--- src/verilog/mips_isa_pkg.sv ---
`default_nettype none

package mips_isa_pkg;

   // ------------------------------
   // Widths
   // ------------------------------
   localparam int DATA_W = 32;
   localparam int OPER_W = 4;
   localparam int FUNC_W = 5;

   typedef logic [DATA_W-1:0] data_t;
   typedef logic [OPER_W-1:0] oper_t;
   typedef logic [FUNC_W-1:0] func_t;

   // ------------------------------
   // Operation classes
   // ------------------------------
   // Signed and unsigned ALU ops share the same func codes.
   localparam oper_t OPER_ALUS = 4'd0;
   localparam oper_t OPER_ALUU = 4'd1;
   localparam oper_t OPER_MFHI = 4'd2;
   localparam oper_t OPER_MFLO = 4'd3;
   localparam oper_t OPER_MTHI = 4'd4;
   localparam oper_t OPER_MTLO = 4'd5;
   localparam oper_t OPER_MFC0 = 4'd6;

   // ------------------------------
   // Function codes
   // ------------------------------
   localparam func_t FUNC_AND  = 5'd0;
   localparam func_t FUNC_OR   = 5'd1;
   localparam func_t FUNC_XOR  = 5'd2;
   localparam func_t FUNC_NOR  = 5'd3;
   localparam func_t FUNC_LUI  = 5'd4;
   localparam func_t FUNC_SLL  = 5'd5;
   localparam func_t FUNC_SRL  = 5'd6;
   localparam func_t FUNC_SRA  = 5'd7;
   localparam func_t FUNC_ADD  = 5'd8;
   localparam func_t FUNC_SUB  = 5'd9;
   localparam func_t FUNC_SLT  = 5'd10;
   localparam func_t FUNC_MUL  = 5'd11;
   localparam func_t FUNC_DIV  = 5'd12;
   // Moves source_a straight through, as for a CP0 write.
   localparam func_t FUNC_PASS = 5'd13;

endpackage

`default_nettype wire
--- src/verilog/exec_pipe_pkg.sv ---
`default_nettype none

package exec_pipe_pkg;

   localparam int QUEUE_DEPTH = 4;
   localparam int Q_PTR_W     = $clog2(QUEUE_DEPTH);

   typedef logic [2:0]         credit_t;
   typedef logic [3:0]         tag_t;
   typedef logic [Q_PTR_W-1:0] q_ptr_t;

   // ------------------------------
   // Pipeline payloads
   // ------------------------------
   typedef struct packed {
      mips_isa_pkg::oper_t oper;
      mips_isa_pkg::func_t func;
      mips_isa_pkg::data_t source_a;
      mips_isa_pkg::data_t source_b;
      mips_isa_pkg::data_t cp0_rt_data;
      tag_t                tag;
   } issue_op_t;

   typedef struct packed {
      tag_t                tag;
      mips_isa_pkg::data_t result;
      logic                ov;
      mips_isa_pkg::data_t cp0_rd_data;
   } exec_result_t;

   // Multiply/divide sequencer.
   typedef enum logic [1:0] {
      MD_IDLE,
      MD_RUN,
      MD_DONE
   } md_state_t;

endpackage

`default_nettype wire

--- src/verilog/exec_top.sv ---
`default_nettype none

module exec_top (
   input  logic                        clk,
   input  logic                        rst_n,
   input  logic                        in_valid,
   input  exec_pipe_pkg::issue_op_t    in_op,
   output logic                        in_ready,
   output logic                        out_valid,
   output exec_pipe_pkg::exec_result_t out_res,
   input  logic                        out_ready
);

   logic                     push;
   exec_pipe_pkg::issue_op_t push_op;
   logic                     credit_return;
   logic                     head_valid;
   exec_pipe_pkg::issue_op_t head_op;
   logic                     pop;

   op_issue issue0 (
      .clk           (clk),
      .rst_n         (rst_n),
      .in_valid      (in_valid),
      .in_op         (in_op),
      .in_ready      (in_ready),
      .push          (push),
      .push_op       (push_op),
      .credit_return (credit_return)
   );

   op_queue queue0 (
      .clk           (clk),
      .rst_n         (rst_n),
      .push          (push),
      .push_op       (push_op),
      .pop           (pop),
      .head_valid    (head_valid),
      .head_op       (head_op),
      .credit_return (credit_return)
   );

   exec_unit exec0 (
      .clk        (clk),
      .rst_n      (rst_n),
      .head_valid (head_valid),
      .head_op    (head_op),
      .pop        (pop),
      .out_valid  (out_valid),
      .out_res    (out_res),
      .out_ready  (out_ready)
   );

endmodule

`default_nettype wire

--- src/verilog/exec_unit.sv ---
`default_nettype none

module exec_unit (
   input  logic                        clk,
   input  logic                        rst_n,
   input  logic                        head_valid,
   input  exec_pipe_pkg::issue_op_t    head_op,
   output logic                        pop,
   output logic                        out_valid,
   output exec_pipe_pkg::exec_result_t out_res,
   input  logic                        out_ready
);

   mips_isa_pkg::data_t hi_q;
   mips_isa_pkg::data_t lo_q;
   mips_isa_pkg::data_t alu_result;
   mips_isa_pkg::data_t alu_cp0_rd;
   mips_isa_pkg::data_t hi_wdata;
   mips_isa_pkg::data_t lo_wdata;
   logic                hi_write;
   logic                lo_write;
   logic                alu_ov;
   logic                md_start;
   logic                md_sign;
   logic                md_busy;
   logic                md_go;
   logic                md_done;
   mips_isa_pkg::data_t md_hi;
   mips_isa_pkg::data_t md_lo;
   exec_pipe_pkg::tag_t md_tag;
   logic                slot_free;
   logic                sgl_go;

   assign slot_free = !out_valid || out_ready;
   assign pop       = head_valid && !md_busy && slot_free;
   assign md_go     = pop && md_start;
   assign sgl_go    = pop && !md_start;

   sgl_alu alu0 (
      .oper          (head_op.oper),
      .func          (head_op.func),
      .source_a      (head_op.source_a),
      .source_b      (head_op.source_b),
      .cp0_rt_data   (head_op.cp0_rt_data),
      .hi            (hi_q),
      .lo            (lo_q),
      .result        (alu_result),
      .cp0_rd_data   (alu_cp0_rd),
      .hi_write      (hi_write),
      .lo_write      (lo_write),
      .ov            (alu_ov),
      .md_start      (md_start),
      .md_sign       (md_sign),
      .hi_write_data (hi_wdata),
      .lo_write_data (lo_wdata)
   );

   mul_div_iter md0 (
      .clk    (clk),
      .rst_n  (rst_n),
      .start  (md_go),
      .sign   (md_sign),
      .is_div (head_op.func == mips_isa_pkg::FUNC_DIV),
      .a      (head_op.source_a),
      .b      (head_op.source_b),
      .done   (md_done),
      .hi_out (md_hi),
      .lo_out (md_lo)
   );

   // ------------------------------
   // Control and HI/LO
   // ------------------------------
   always_ff @(posedge clk) begin
      if (!rst_n) begin
         md_busy   <= 1'b0;
         out_valid <= 1'b0;
         hi_q      <= '0;
         lo_q      <= '0;
      end else begin
         if (md_go) begin
            md_busy <= 1'b1;
         end else if (md_done) begin
            md_busy <= 1'b0;
         end
         if (sgl_go || md_done) begin
            out_valid <= 1'b1;
         end else if (out_ready) begin
            out_valid <= 1'b0;
         end
         if (md_done) begin
            hi_q <= md_hi;
            lo_q <= md_lo;
         end else if (sgl_go) begin
            if (hi_write) hi_q <= hi_wdata;
            if (lo_write) lo_q <= lo_wdata;
         end
      end
   end

   // Result slot, the value stays put until it is taken.
   always_ff @(posedge clk) begin
      if (md_go) begin
         md_tag <= head_op.tag;
      end
      if (md_done) begin
         out_res <= '{tag: md_tag, result: md_lo, ov: 1'b0, cp0_rd_data: '0};
      end else if (sgl_go) begin
         out_res <= '{tag: head_op.tag, result: alu_result, ov: alu_ov,
                      cp0_rd_data: alu_cp0_rd};
      end
   end

endmodule

`default_nettype wire

--- src/verilog/op_queue.sv ---
`default_nettype none

module op_queue (
   input  logic                     clk,
   input  logic                     rst_n,
   input  logic                     push,
   input  exec_pipe_pkg::issue_op_t push_op,
   input  logic                     pop,
   output logic                     head_valid,
   output exec_pipe_pkg::issue_op_t head_op,
   output logic                     credit_return
);

   exec_pipe_pkg::issue_op_t mem [exec_pipe_pkg::QUEUE_DEPTH];
   exec_pipe_pkg::q_ptr_t    wr_ptr;
   exec_pipe_pkg::q_ptr_t    rd_ptr;
   exec_pipe_pkg::credit_t   count;
   logic                     do_pop;

   assign head_valid    = (count != '0);
   assign head_op       = mem[rd_ptr];
   assign do_pop        = pop && head_valid;
   // Each slot freed goes straight back to the issue side.
   assign credit_return = do_pop;

   // ------------------------------
   // Pointers and occupancy
   // ------------------------------
   always_ff @(posedge clk) begin
      if (!rst_n) begin
         wr_ptr <= '0;
         rd_ptr <= '0;
         count  <= '0;
      end else begin
         if (push) begin
            wr_ptr <= wr_ptr + 1'b1;
         end
         if (do_pop) begin
            rd_ptr <= rd_ptr + 1'b1;
         end
         case ({push, do_pop})
            2'b10:   count <= count + 3'd1;
            2'b01:   count <= count - 3'd1;
            default: count <= count;
         endcase
      end
   end

   // Storage, no full check since the issue side holds the credits.
   always_ff @(posedge clk) begin
      if (push) begin
         mem[wr_ptr] <= push_op;
      end
   end

endmodule

`default_nettype wire

--- src/verilog/op_issue.sv ---
`default_nettype none

module op_issue (
   input  logic                     clk,
   input  logic                     rst_n,
   input  logic                     in_valid,
   input  exec_pipe_pkg::issue_op_t in_op,
   output logic                     in_ready,
   output logic                     push,
   output exec_pipe_pkg::issue_op_t push_op,
   input  logic                     credit_return
);

   exec_pipe_pkg::credit_t credits;
   logic                   take;

   // One credit per free queue slot.
   assign in_ready = (credits != '0);
   assign take     = in_valid && in_ready;

   // The credit is spent at the handshake so a second op cannot slip in
   // before the push reaches the queue.
   always_ff @(posedge clk) begin
      if (!rst_n) begin
         credits <= exec_pipe_pkg::credit_t'(exec_pipe_pkg::QUEUE_DEPTH);
      end else begin
         case ({take, credit_return})
            2'b10:   credits <= credits - 3'd1;
            2'b01:   credits <= credits + 3'd1;
            default: credits <= credits;
         endcase
      end
   end

   always_ff @(posedge clk) begin
      if (!rst_n) begin
         push <= 1'b0;
      end else begin
         push <= take;
      end
   end

   // Payload register.
   always_ff @(posedge clk) begin
      if (take) begin
         push_op <= in_op;
      end
   end

endmodule

`default_nettype wire

--- src/verilog/mul_div_iter.sv ---
`default_nettype none

module mul_div_iter (
   input  logic                clk,
   input  logic                rst_n,
   input  logic                start,
   input  logic                sign,
   input  logic                is_div,
   input  mips_isa_pkg::data_t a,
   input  mips_isa_pkg::data_t b,
   output logic                done,
   output mips_isa_pkg::data_t hi_out,
   output mips_isa_pkg::data_t lo_out
);

   exec_pipe_pkg::md_state_t state;
   logic [4:0]               step;
   logic                     div_q;
   logic                     neg_q;
   logic                     neg_r;
   mips_isa_pkg::data_t      hi_r;
   mips_isa_pkg::data_t      lo_r;
   mips_isa_pkg::data_t      b_r;
   mips_isa_pkg::data_t      a_mag;
   mips_isa_pkg::data_t      b_mag;
   logic [32:0]              add_sum;
   logic [32:0]              shifted;
   logic [33:0]              trial;
   logic [63:0]              prod_neg;
   logic                     load;

   assign a_mag   = (sign && a[31]) ? -a : a;
   assign b_mag   = (sign && b[31]) ? -b : b;
   assign load    = (state == exec_pipe_pkg::MD_IDLE) && start;
   assign add_sum = {1'b0, hi_r} + (lo_r[0] ? {1'b0, b_r} : 33'd0);
   assign shifted = {hi_r, lo_r[31]};
   assign trial   = {1'b0, shifted} - {2'b00, b_r};

   always_ff @(posedge clk) begin
      if (!rst_n) begin
         state <= exec_pipe_pkg::MD_IDLE;
         step  <= '0;
      end else begin
         case (state)
            exec_pipe_pkg::MD_IDLE: if (start) state <= exec_pipe_pkg::MD_RUN;
            exec_pipe_pkg::MD_RUN:  if (step == 5'd31) state <= exec_pipe_pkg::MD_DONE;
            default:                state <= exec_pipe_pkg::MD_IDLE;
         endcase
         step <= (state == exec_pipe_pkg::MD_RUN) ? step + 5'd1 : 5'd0;
      end
   end

   // ------------------------------
   // Datapath
   // ------------------------------
   // Works on magnitudes, signs are put back at the output.
   always_ff @(posedge clk) begin
      if (load) begin
         div_q <= is_div;
         neg_q <= sign && (a[31] ^ b[31]) && (!is_div || (b != '0));
         neg_r <= sign && a[31];
         b_r   <= b_mag;
         hi_r  <= '0;
         lo_r  <= a_mag;
      end else if (state == exec_pipe_pkg::MD_RUN) begin
         if (!div_q) begin
            hi_r <= add_sum[32:1];
            lo_r <= {add_sum[0], lo_r[31:1]};
         end else if (!trial[33]) begin
            hi_r <= trial[31:0];
            lo_r <= {lo_r[30:0], 1'b1};
         end else begin
            hi_r <= shifted[31:0];
            lo_r <= {lo_r[30:0], 1'b0};
         end
      end
   end

   assign prod_neg = -{hi_r, lo_r};
   assign done     = (state == exec_pipe_pkg::MD_DONE);

   always_comb begin
      if (div_q) begin
         hi_out = neg_r ? -hi_r : hi_r;
         lo_out = neg_q ? -lo_r : lo_r;
      end else begin
         {hi_out, lo_out} = neg_q ? prod_neg : {hi_r, lo_r};
      end
   end

endmodule

`default_nettype wire

--- src/verilog/sgl_alu.sv ---
`default_nettype none

module sgl_alu (
   input  mips_isa_pkg::oper_t oper,
   input  mips_isa_pkg::func_t func,
   input  mips_isa_pkg::data_t source_a,
   input  mips_isa_pkg::data_t source_b,
   input  mips_isa_pkg::data_t cp0_rt_data,
   input  mips_isa_pkg::data_t hi,
   input  mips_isa_pkg::data_t lo,
   output mips_isa_pkg::data_t result,
   output mips_isa_pkg::data_t cp0_rd_data,
   output logic                hi_write,
   output logic                lo_write,
   output logic                ov,
   output logic                md_start,
   output logic                md_sign,
   output mips_isa_pkg::data_t hi_write_data,
   output mips_isa_pkg::data_t lo_write_data
);

   mips_isa_pkg::data_t add_result;
   mips_isa_pkg::data_t sub_result;
   mips_isa_pkg::data_t alu_result;
   logic [4:0]          shamt;
   logic                is_alu;
   logic                is_signed;
   logic                slt_lt;

   assign add_result = source_a + source_b;
   assign sub_result = source_a - source_b;
   assign shamt      = source_b[4:0];
   assign is_signed  = (oper == mips_isa_pkg::OPER_ALUS);
   assign is_alu     = is_signed || (oper == mips_isa_pkg::OPER_ALUU);
   assign slt_lt     = is_signed ? ($signed(source_a) < $signed(source_b))
                                 : (source_a < source_b);

   // ------------------------------
   // Function decode
   // ------------------------------
   always_comb begin
      case (func)
         mips_isa_pkg::FUNC_AND:  alu_result = source_a & source_b;
         mips_isa_pkg::FUNC_OR:   alu_result = source_a | source_b;
         mips_isa_pkg::FUNC_XOR:  alu_result = source_a ^ source_b;
         mips_isa_pkg::FUNC_NOR:  alu_result = ~(source_a | source_b);
         mips_isa_pkg::FUNC_LUI:  alu_result = {source_b[15:0], 16'h0000};
         mips_isa_pkg::FUNC_SLL:  alu_result = source_a << shamt;
         mips_isa_pkg::FUNC_SRL:  alu_result = source_a >> shamt;
         mips_isa_pkg::FUNC_SRA:  alu_result = $signed(source_a) >>> shamt;
         mips_isa_pkg::FUNC_ADD:  alu_result = add_result;
         mips_isa_pkg::FUNC_SUB:  alu_result = sub_result;
         mips_isa_pkg::FUNC_SLT:  alu_result = {31'b0, slt_lt};
         mips_isa_pkg::FUNC_PASS: alu_result = source_a;
         default:                 alu_result = '0;
      endcase
   end

   // Moves from HI/LO and CP0 ignore func.
   always_comb begin
      case (oper)
         mips_isa_pkg::OPER_MFHI: result = hi;
         mips_isa_pkg::OPER_MFLO: result = lo;
         mips_isa_pkg::OPER_MFC0: result = cp0_rt_data;
         default:                 result = alu_result;
      endcase
   end

   assign ov = is_signed &&
               (((func == mips_isa_pkg::FUNC_ADD) && (source_a[31] == source_b[31]) &&
                 (add_result[31] != source_a[31])) ||
                ((func == mips_isa_pkg::FUNC_SUB) && (source_a[31] != source_b[31]) &&
                 (sub_result[31] != source_a[31])));

   // ------------------------------
   // Side outputs
   // ------------------------------
   assign cp0_rd_data   = source_a;
   assign hi_write      = (oper == mips_isa_pkg::OPER_MTHI);
   assign lo_write      = (oper == mips_isa_pkg::OPER_MTLO);
   assign hi_write_data = source_a;
   assign lo_write_data = source_a;
   assign md_start      = is_alu && ((func == mips_isa_pkg::FUNC_MUL) ||
                                     (func == mips_isa_pkg::FUNC_DIV));
   assign md_sign       = is_signed;

endmodule

`default_nettype wire

--- config.mk ---
export PLATFORM = sky130hd
export DESIGN_NAME = exec_top
export DESIGN_NICKNAME = d
export VERILOG_FILES = /design/src/verilog/mips_isa_pkg.sv /design/src/verilog/exec_pipe_pkg.sv /design/src/verilog/exec_top.sv /design/src/verilog/exec_unit.sv /design/src/verilog/op_queue.sv /design/src/verilog/op_issue.sv /design/src/verilog/mul_div_iter.sv /design/src/verilog/sgl_alu.sv
export SDC_FILE = /design/constraint.sdc
export NUM_CORES = 2
export LEC_CHECK = 0
export BUFFER_PORTS_ARGS = -buffer_cell sky130_fd_sc_hd__clkbuf_2
export CORE_UTILIZATION = 33
export DETAILED_ROUTE_END_ITERATION = 16
export GPL_TIMING_DRIVEN = 0
export PLACE_DENSITY = 0.57
export SYNTH_ARGS = -nofsm -noshare
export SYNTH_HDL_FRONTEND = slang
export SYNTH_SLANG_ARGS = --single-unit
export TNS_END_PERCENT = 50
--- constraint.sdc ---
create_clock -name clk -period 4.35 [get_ports clk]
set_input_delay 0.435 -clock clk [delete_from_list [all_inputs] [get_ports clk]]
set_output_delay 0.435 -clock clk [all_outputs]
set_load 0.05 [all_outputs]
# Word level (Yosys, flattened, before mapping)
# Memory sizes are Yosys's and may differ from the RTL's. A register that Yosys moved wholly into a read port is not among the register bits.
# Index checks and enable logic that the tools add are counted.
dict set report word_totals {
  mem_bits_rw 436
  out_inout_bits 71
  register_bits 365
  n_memories 1
  in_bits 113
}
dict set report classes {
  addsub 16
  reduce_logical 45
  n_eq_ne 32
  bitwise 5
  shift 3
  n_lt_le_gt_ge 2
  mux 38
}
# memory depth width read_ports rd_clocked_by_memory_dff wr line_no
set mem_list {}
lappend mem_list {queue0.mem 4 109 1 1 1 op_queue.sv:14} ;# exec_pipe_pkg::issue_op_t mem [exec_pipe_pkg::QUEUE_DEPTH];
# op n
set ops {}
lappend ops {{$mux W32} 18}
lappend ops {{$pmux W32 S12} 1}
lappend ops {{$mux W69} 2}
lappend ops {{$neg A32 Y32} 4}
lappend ops {{$pmux W32 S3} 1}
lappend ops {{$lt A32 B32 Y1} 2}
lappend ops {{$mux W64} 1}
lappend ops {{$neg A64 Y64} 1}
lappend ops {{$sub A33 B32 Y34} 1}
lappend ops {{$add A32 B32 Y33} 1}
lappend ops {{$add A32 B32 Y32} 1}
lappend ops {{$and A32 B32 Y32} 1}
lappend ops {{$not A32 Y32} 1}
lappend ops {{$or A32 B32 Y32} 1}
lappend ops {{$reduce_bool A32 Y1} 1}
lappend ops {{$shl A32 B5 Y32} 1}
lappend ops {{$shr A32 B5 Y32} 1}
lappend ops {{$sshr A32 B5 Y32} 1}
lappend ops {{$sub A32 B32 Y32} 1}
lappend ops {{$xor A32 B32 Y32} 1}
lappend ops {{$eq A5 B4 Y1 const B} 6}
lappend ops {{$eq A5 B3 Y1 const B} 4}
lappend ops {{$logic_and A1 B1 Y1} 17}
lappend ops {{$reduce_bool A2 Y1} 8}
lappend ops {{other kinds (27)} 64}

# Depth between registers and ports, before layout
dict set report logic_depth {
  ltp_word 7
  mapped_depth 24
  mapped_depth_nobuf 16
}

# Modules after synthesis
# From an unflattened synthesis, not the netlist that was laid out.
dict set report hier_totals {
  cells_unflattened 4519
  area_unflattened_um2 48739.2
}
# module area_per_inst_um2 cells_each seq_area_each_um2 n_inst
set by_module_without_submodules {}
lappend by_module_without_submodules {op_queue 16140.5 615 13272.7 1}
lappend by_module_without_submodules {mul_div_iter 10966.8 1401 2792.7 1}
lappend by_module_without_submodules {sgl_alu 10859.2 1590 0.0 1}
lappend by_module_without_submodules {exec_unit 7302.0 785 3183.1 1}
lappend by_module_without_submodules {op_issue 3470.8 128 3353.2 1}

# Worst setup path before layout
# Ideal clock, no wire load.
dict set report synth_timing {
  kind {reg-to-reg}
  start {register (tool-made name)}
  end {register exec0.out_res[61] (netlist name)}
  t_arrival_ps 4525
  setup_time_ps 259
  n_path_buf 7
  synth_period_minus_slack_ps 4784
  path_slack_ps -434
  required_time_ps 4091
  path_stages_with_launch 23
  path_cell_list {dfxtp_1 buf_6 buf_12 buf_8 buf_6 mux2_2 inv_2 buf_4 buf_2 buf_2 ha_1 inv_1 fa_1 nor2b_1 o21ai_0 a31oi_1 a311oi_1 a21oi_1 a211oi_1 o21ai_0 a221oi_1 mux2i_1 o31a_1}
}

==> metrics.md <==
| Metric | Value |
|---|---|
| Endpoints failing setup | `26` |
| Gr ovfl total | `0` |
| Min-Delay Path Depth | `3` |
| Half-perimeter wire length of the detailed placement result | `148 mm` |
| Largest driver fanout on the critical path | `8` |
| DIE WIDTH | `374 um` |
| Critical register-to-register path endpoint | `exec0.out_res[52]` |
| Antenna viol nets, final | `0` |
| Core Area | `0.137 mm2` |
| Remaining DRCs | `0` |
| CTS root buf | `clkbuf_16` |
| Crit-path cells | `buf_12, buf_12, buf_12, buf_12, buf_16, buf_4, nand2_1, o21a_1, buf_4, a21oi_1, nor2_1, o21ai_1, a221oi_1, nand3_1, a2111oi_2, buf_4, a211oi_4` |
| Synthesized area per cell | `10.7 um2` |
| Clock slew seen by the registers of the worst setup and hold paths | `0.06 ns` |
| Post-synthesis cell area | `0.0457 mm2` |
| Status | `finished with violations` |
| Clock tree from TritonCTS | `yes` |
| Height of the chip | `374 um` |
| Worst-skew pair later-pin latency | `0.74 ns` |
| Final max-slew violation count | `0` |
| Cell leakage power | `20.8 nW` |
| Unrepaired setup endpoints after global routing | `yes` |
| Buffers and inverters on the worst path | `8` |
| Startpoint of the worst hold path | `in_valid` |
| CTS H-tree depth | `3` |
| Total power consumption of the routed design | `48.5 mW` |
| Count of flip-flops with a built-in enable after synthesis | `652` |
| Post-Layout Cell Count | `6732` |
| Max transition margin | `0.0759` |
| Internal Power | `24.5 mW` |
| Leading cell types by count after synthesis | `652 x edfxtp_1, 510 x nand2_1, 353 x nor2_1, 324 x a21oi_1, 246 x o21ai_0` |
| Peak Freq | `212 MHz` |
| Gate count of the mapped netlist | `4285` |
| Required time at the endpoint of the critical path | `4.86 ns` |
| Post-synthesis register bit count | `803` |
| Share of total power in the clock network | `0.160` |
| GRT Overall Usage | `0.286` |
| Initial core utilization | `0.332` |
| Largest vdd supply drop | `0.634 mV` |
| Total clock buffers created by CTS | `85` |
| Fraction of power spent switching nets | `0.494` |
| Post-layout net count | `5159` |
| Largest delay share family, worst path | `compound AO/OA/AOI/OAI gates` |
| Sequential share of the synthesized area | `0.495` |
| Top_reg_cell synth | `edfxtp_1` |
| Largest cells by area after synthesis | `edfxtp_1 43%, dfxtp_1 6.6%, ha_1 4.8%, mux4_2 4.6%, nand2_1 4.2%` |
| Number of maximum-capacitance constraint violations | `0` |
| Setup slack, reg-to-reg | `-0.37 ns` |
| Count of cell types in the netlist | `97` |
| Total number of vias | `40300` |
| Crit-path max cell delay | `1.05 ns` |
| Proportion of power drawn by combinational gates | `0.623` |
| Share of flip-flops with an asynchronous set or reset | `0` |
| Cell with the biggest individual delay on the critical path | `a21oi_1` |
| Worst Setup Path Type | `reg -> reg` |
| Crit path launch type | `flop` |
| Ratio of total power to cell area | `840 mW/mm2` |
| Largest area contributor in the synthesized netlist | `edfxtp_1` |
| Cell occurring most often along the worst timing path | `buf_12` |
| First-pass GRT wire length | `285 mm` |
| Avg WL per Cell | `30.5 um` |
| Worst hold endpoint | `issue0.push` |
| Sequential share of power | `0.217` |
| Routability cong. | `1.10` |
| Synth warn | `0` |
| Worst r2r path cells | `17` |
| Worst hold-check path type | `in -> reg` |
| Violations in the final reports | `negative setup slack` |
| Min Clock Period, post-route | `4.72 ns` |
| Number of antenna violations at the first check in global routing | `8` |
| Setup Skew | `0.0475 ns` |
| DRC marker count from the first detailed-route iteration | `5451` |
| Floorplan die area | `0.140 mm2` |
| IO Port Bufs | `183` |
| Switching power total | `24.0 mW` |
| Number of I/O pins | `184` |
| Maximum count of clock buffers along a single path | `3` |
| Type of destination of the critical path | `flop` |
| Instance count after placement with tap cells included | `6277` |
| Clock sink count | `803` |
| Fraction of post-synthesis cell area in the top cell type by area | `0.429` |
| Proportion of layout cells with a drive suffix above 1 | `0.233` |
| Cell with the most instances after synthesis | `edfxtp_1` |
| WP data arrival | `5.23 ns` |
| Post-detailed-route via-to-cell ratio | `5.99` |
| Net count after synthesis | `4580` |
| Endpoints failing hold | `0` |
| Minimum setup slack in the final design | `-0.371 ns` |
| # rows | `136` |
| Measured slew at the worst slew-check pin | `1.38 ns` |
| Routed wire length | `206 mm` |
| Number of global-route vias before repair | `38100` |
| Period utilisation layout | `1.09` |
| Number of detailed-route iterations in the first pass | `10` |
| Pin count of the biggest net entering global routing | `82` |
| Area Growth Syn to Fin | `26.5%` |
[worst min-delay path, stage by stage]
cell,delay (ns)
clkbuf_2,0.08
nand2_1,0.20
nor2_1,0.06
[routing by layer]
metal	GRT usage	share of wire
met5	0	0.00017
met4	0.192	0.075
met3	0.0773	0.11
met2	0.415	0.42
met1	0.371	0.39
[kinds of logic (layout without fill, tap and decap cells)]
| group | after synthesis | after routing | share of synthesized area |
|---|---|---|---|
| multiplexers | 260 | 260 | 0.0870 |
| flip-flops | 803 | 803 | 0.495 |
| adder cells (fa/ha/maj) | 182 | 182 | 0.0509 |
| AND/OR/NAND/NOR | 1204 | 1204 | 0.116 |
| XOR/XNOR | 213 | 213 | 0.0409 |
| other | 0 | 8 | 0 |
| AO/OA/AOI/OAI | 1159 | 1159 | 0.165 |
| buffers and inverters | 464 | 1109 | 0.0449 |
[state kept, by name (all words and copies together), names as in the netlist, named ones only]
register / cells
exec0.out_res: 69
queue0.wr_ptr: 2
exec0.lo_q: 32
exec0.md0.hi_r: 32
queue0.mem: 436
queue0.rd_ptr: 2
issue0.push_op: 109
exec0.md0.div_q: 1
exec0.out_valid: 1
exec0.md0.lo_r: 32
exec0.md0.neg_q: 1
issue0.push: 1
exec0.md_tag: 4
exec0.hi_q: 32
exec0.md0.neg_r: 1
exec0.md0.state: 2
exec0.md0.b_r: 32
exec0.md_busy: 1
queue0.count: 3
exec0.md0.step: 5
issue0.credits: 3
[metrics by stage]
step / hold WS (ns) / setup TNS [ns] / setup slack (ns) / utilization / instance area, um2
floorplan: 0.418 / -0.00353 / -0.00353 / - / 45800
global placement: 0.433 / -987.70 / -3.63 / 0.356 / 48900
detailed placement: 0.439 / -69.49 / -2.88 / 0.359 / 49300
CTS: 0.0679 / -6.61 / -0.461 / 0.414 / 56800
global route: 0.0988 / -4.99 / -0.354 / 0.421 / 57700
finish: 0.100 / -4.97 / -0.371 / 0.421 / 57800
[cell usage in the layout (no fill, tap or decap), types with 72 or more instances in the layout]
master	count
a21oi_1	296
buf_4	208
clkbuf_1	126
clkbuf_16	93
clkbuf_2	198
dfxtp_1	149
dlygate4sd3_1	110
edfxtp_1	652
ha_1	138
inv_1	118
mux2i_1	111
mux4_2	96
nand2_1	498
nand3_1	72
nor2_1	345
o21ai_0	223
xnor2_1	167
[power by group through the flow]
stage	clock [mW]	sequential (mW)	combinational (mW)
2_1_floorplan	0	11.4	13.2
3_3_place_gp	0	10.7	23.0
3_5_place_dp	0	10.6	23.0
4_1_cts	7.89	10.5	27.7
5_1_grt	8.16	10.6	30.9
6_report	7.76	10.5	30.2
[final cells by class]
type,count,area [um2]
Buffer,263,1910
Clock inverter,51,658
Tap cell,1794,2240
Timing Repair Buffer,519,4150
Sequential cell,803,22600
Antenna cell,8,20.0
Inverter,174,806
Multi-Input combinational cell,3018,23100
Clock buffer,102,2290
Fill cell,13000,79600
[worst max path at each step]
stage,slack [ns],cells after the start,start,endpoint
6_report,-0.37,17,flop,exec0.out_res[52]
3_3_place_gp,-3.63,16,flop,exec0.out_res[52]
4_1_cts,-0.46,14,exec0.md0.lo_r[0],exec0.md0.hi_r[30]
2_1_floorplan,-0.004,22,flop,exec0.out_res[61]
3_5_place_dp,-2.88,16,flop,exec0.out_res[60]
5_1_grt,-0.35,17,flop,exec0.out_res[52]
[timing repair]
action | 4_1_cts | 5_1_grt
hold buffers | 110 | 0
hold endpoints to repair | 110 | 0
buffers inserted | 153 | 58
gates resized for setup | 519 | 136
gates cloned | 2 | 1
setup endpoints to repair | 51 | 87
pin swaps | 94 | 76
(Power assumes the default switching activity.)
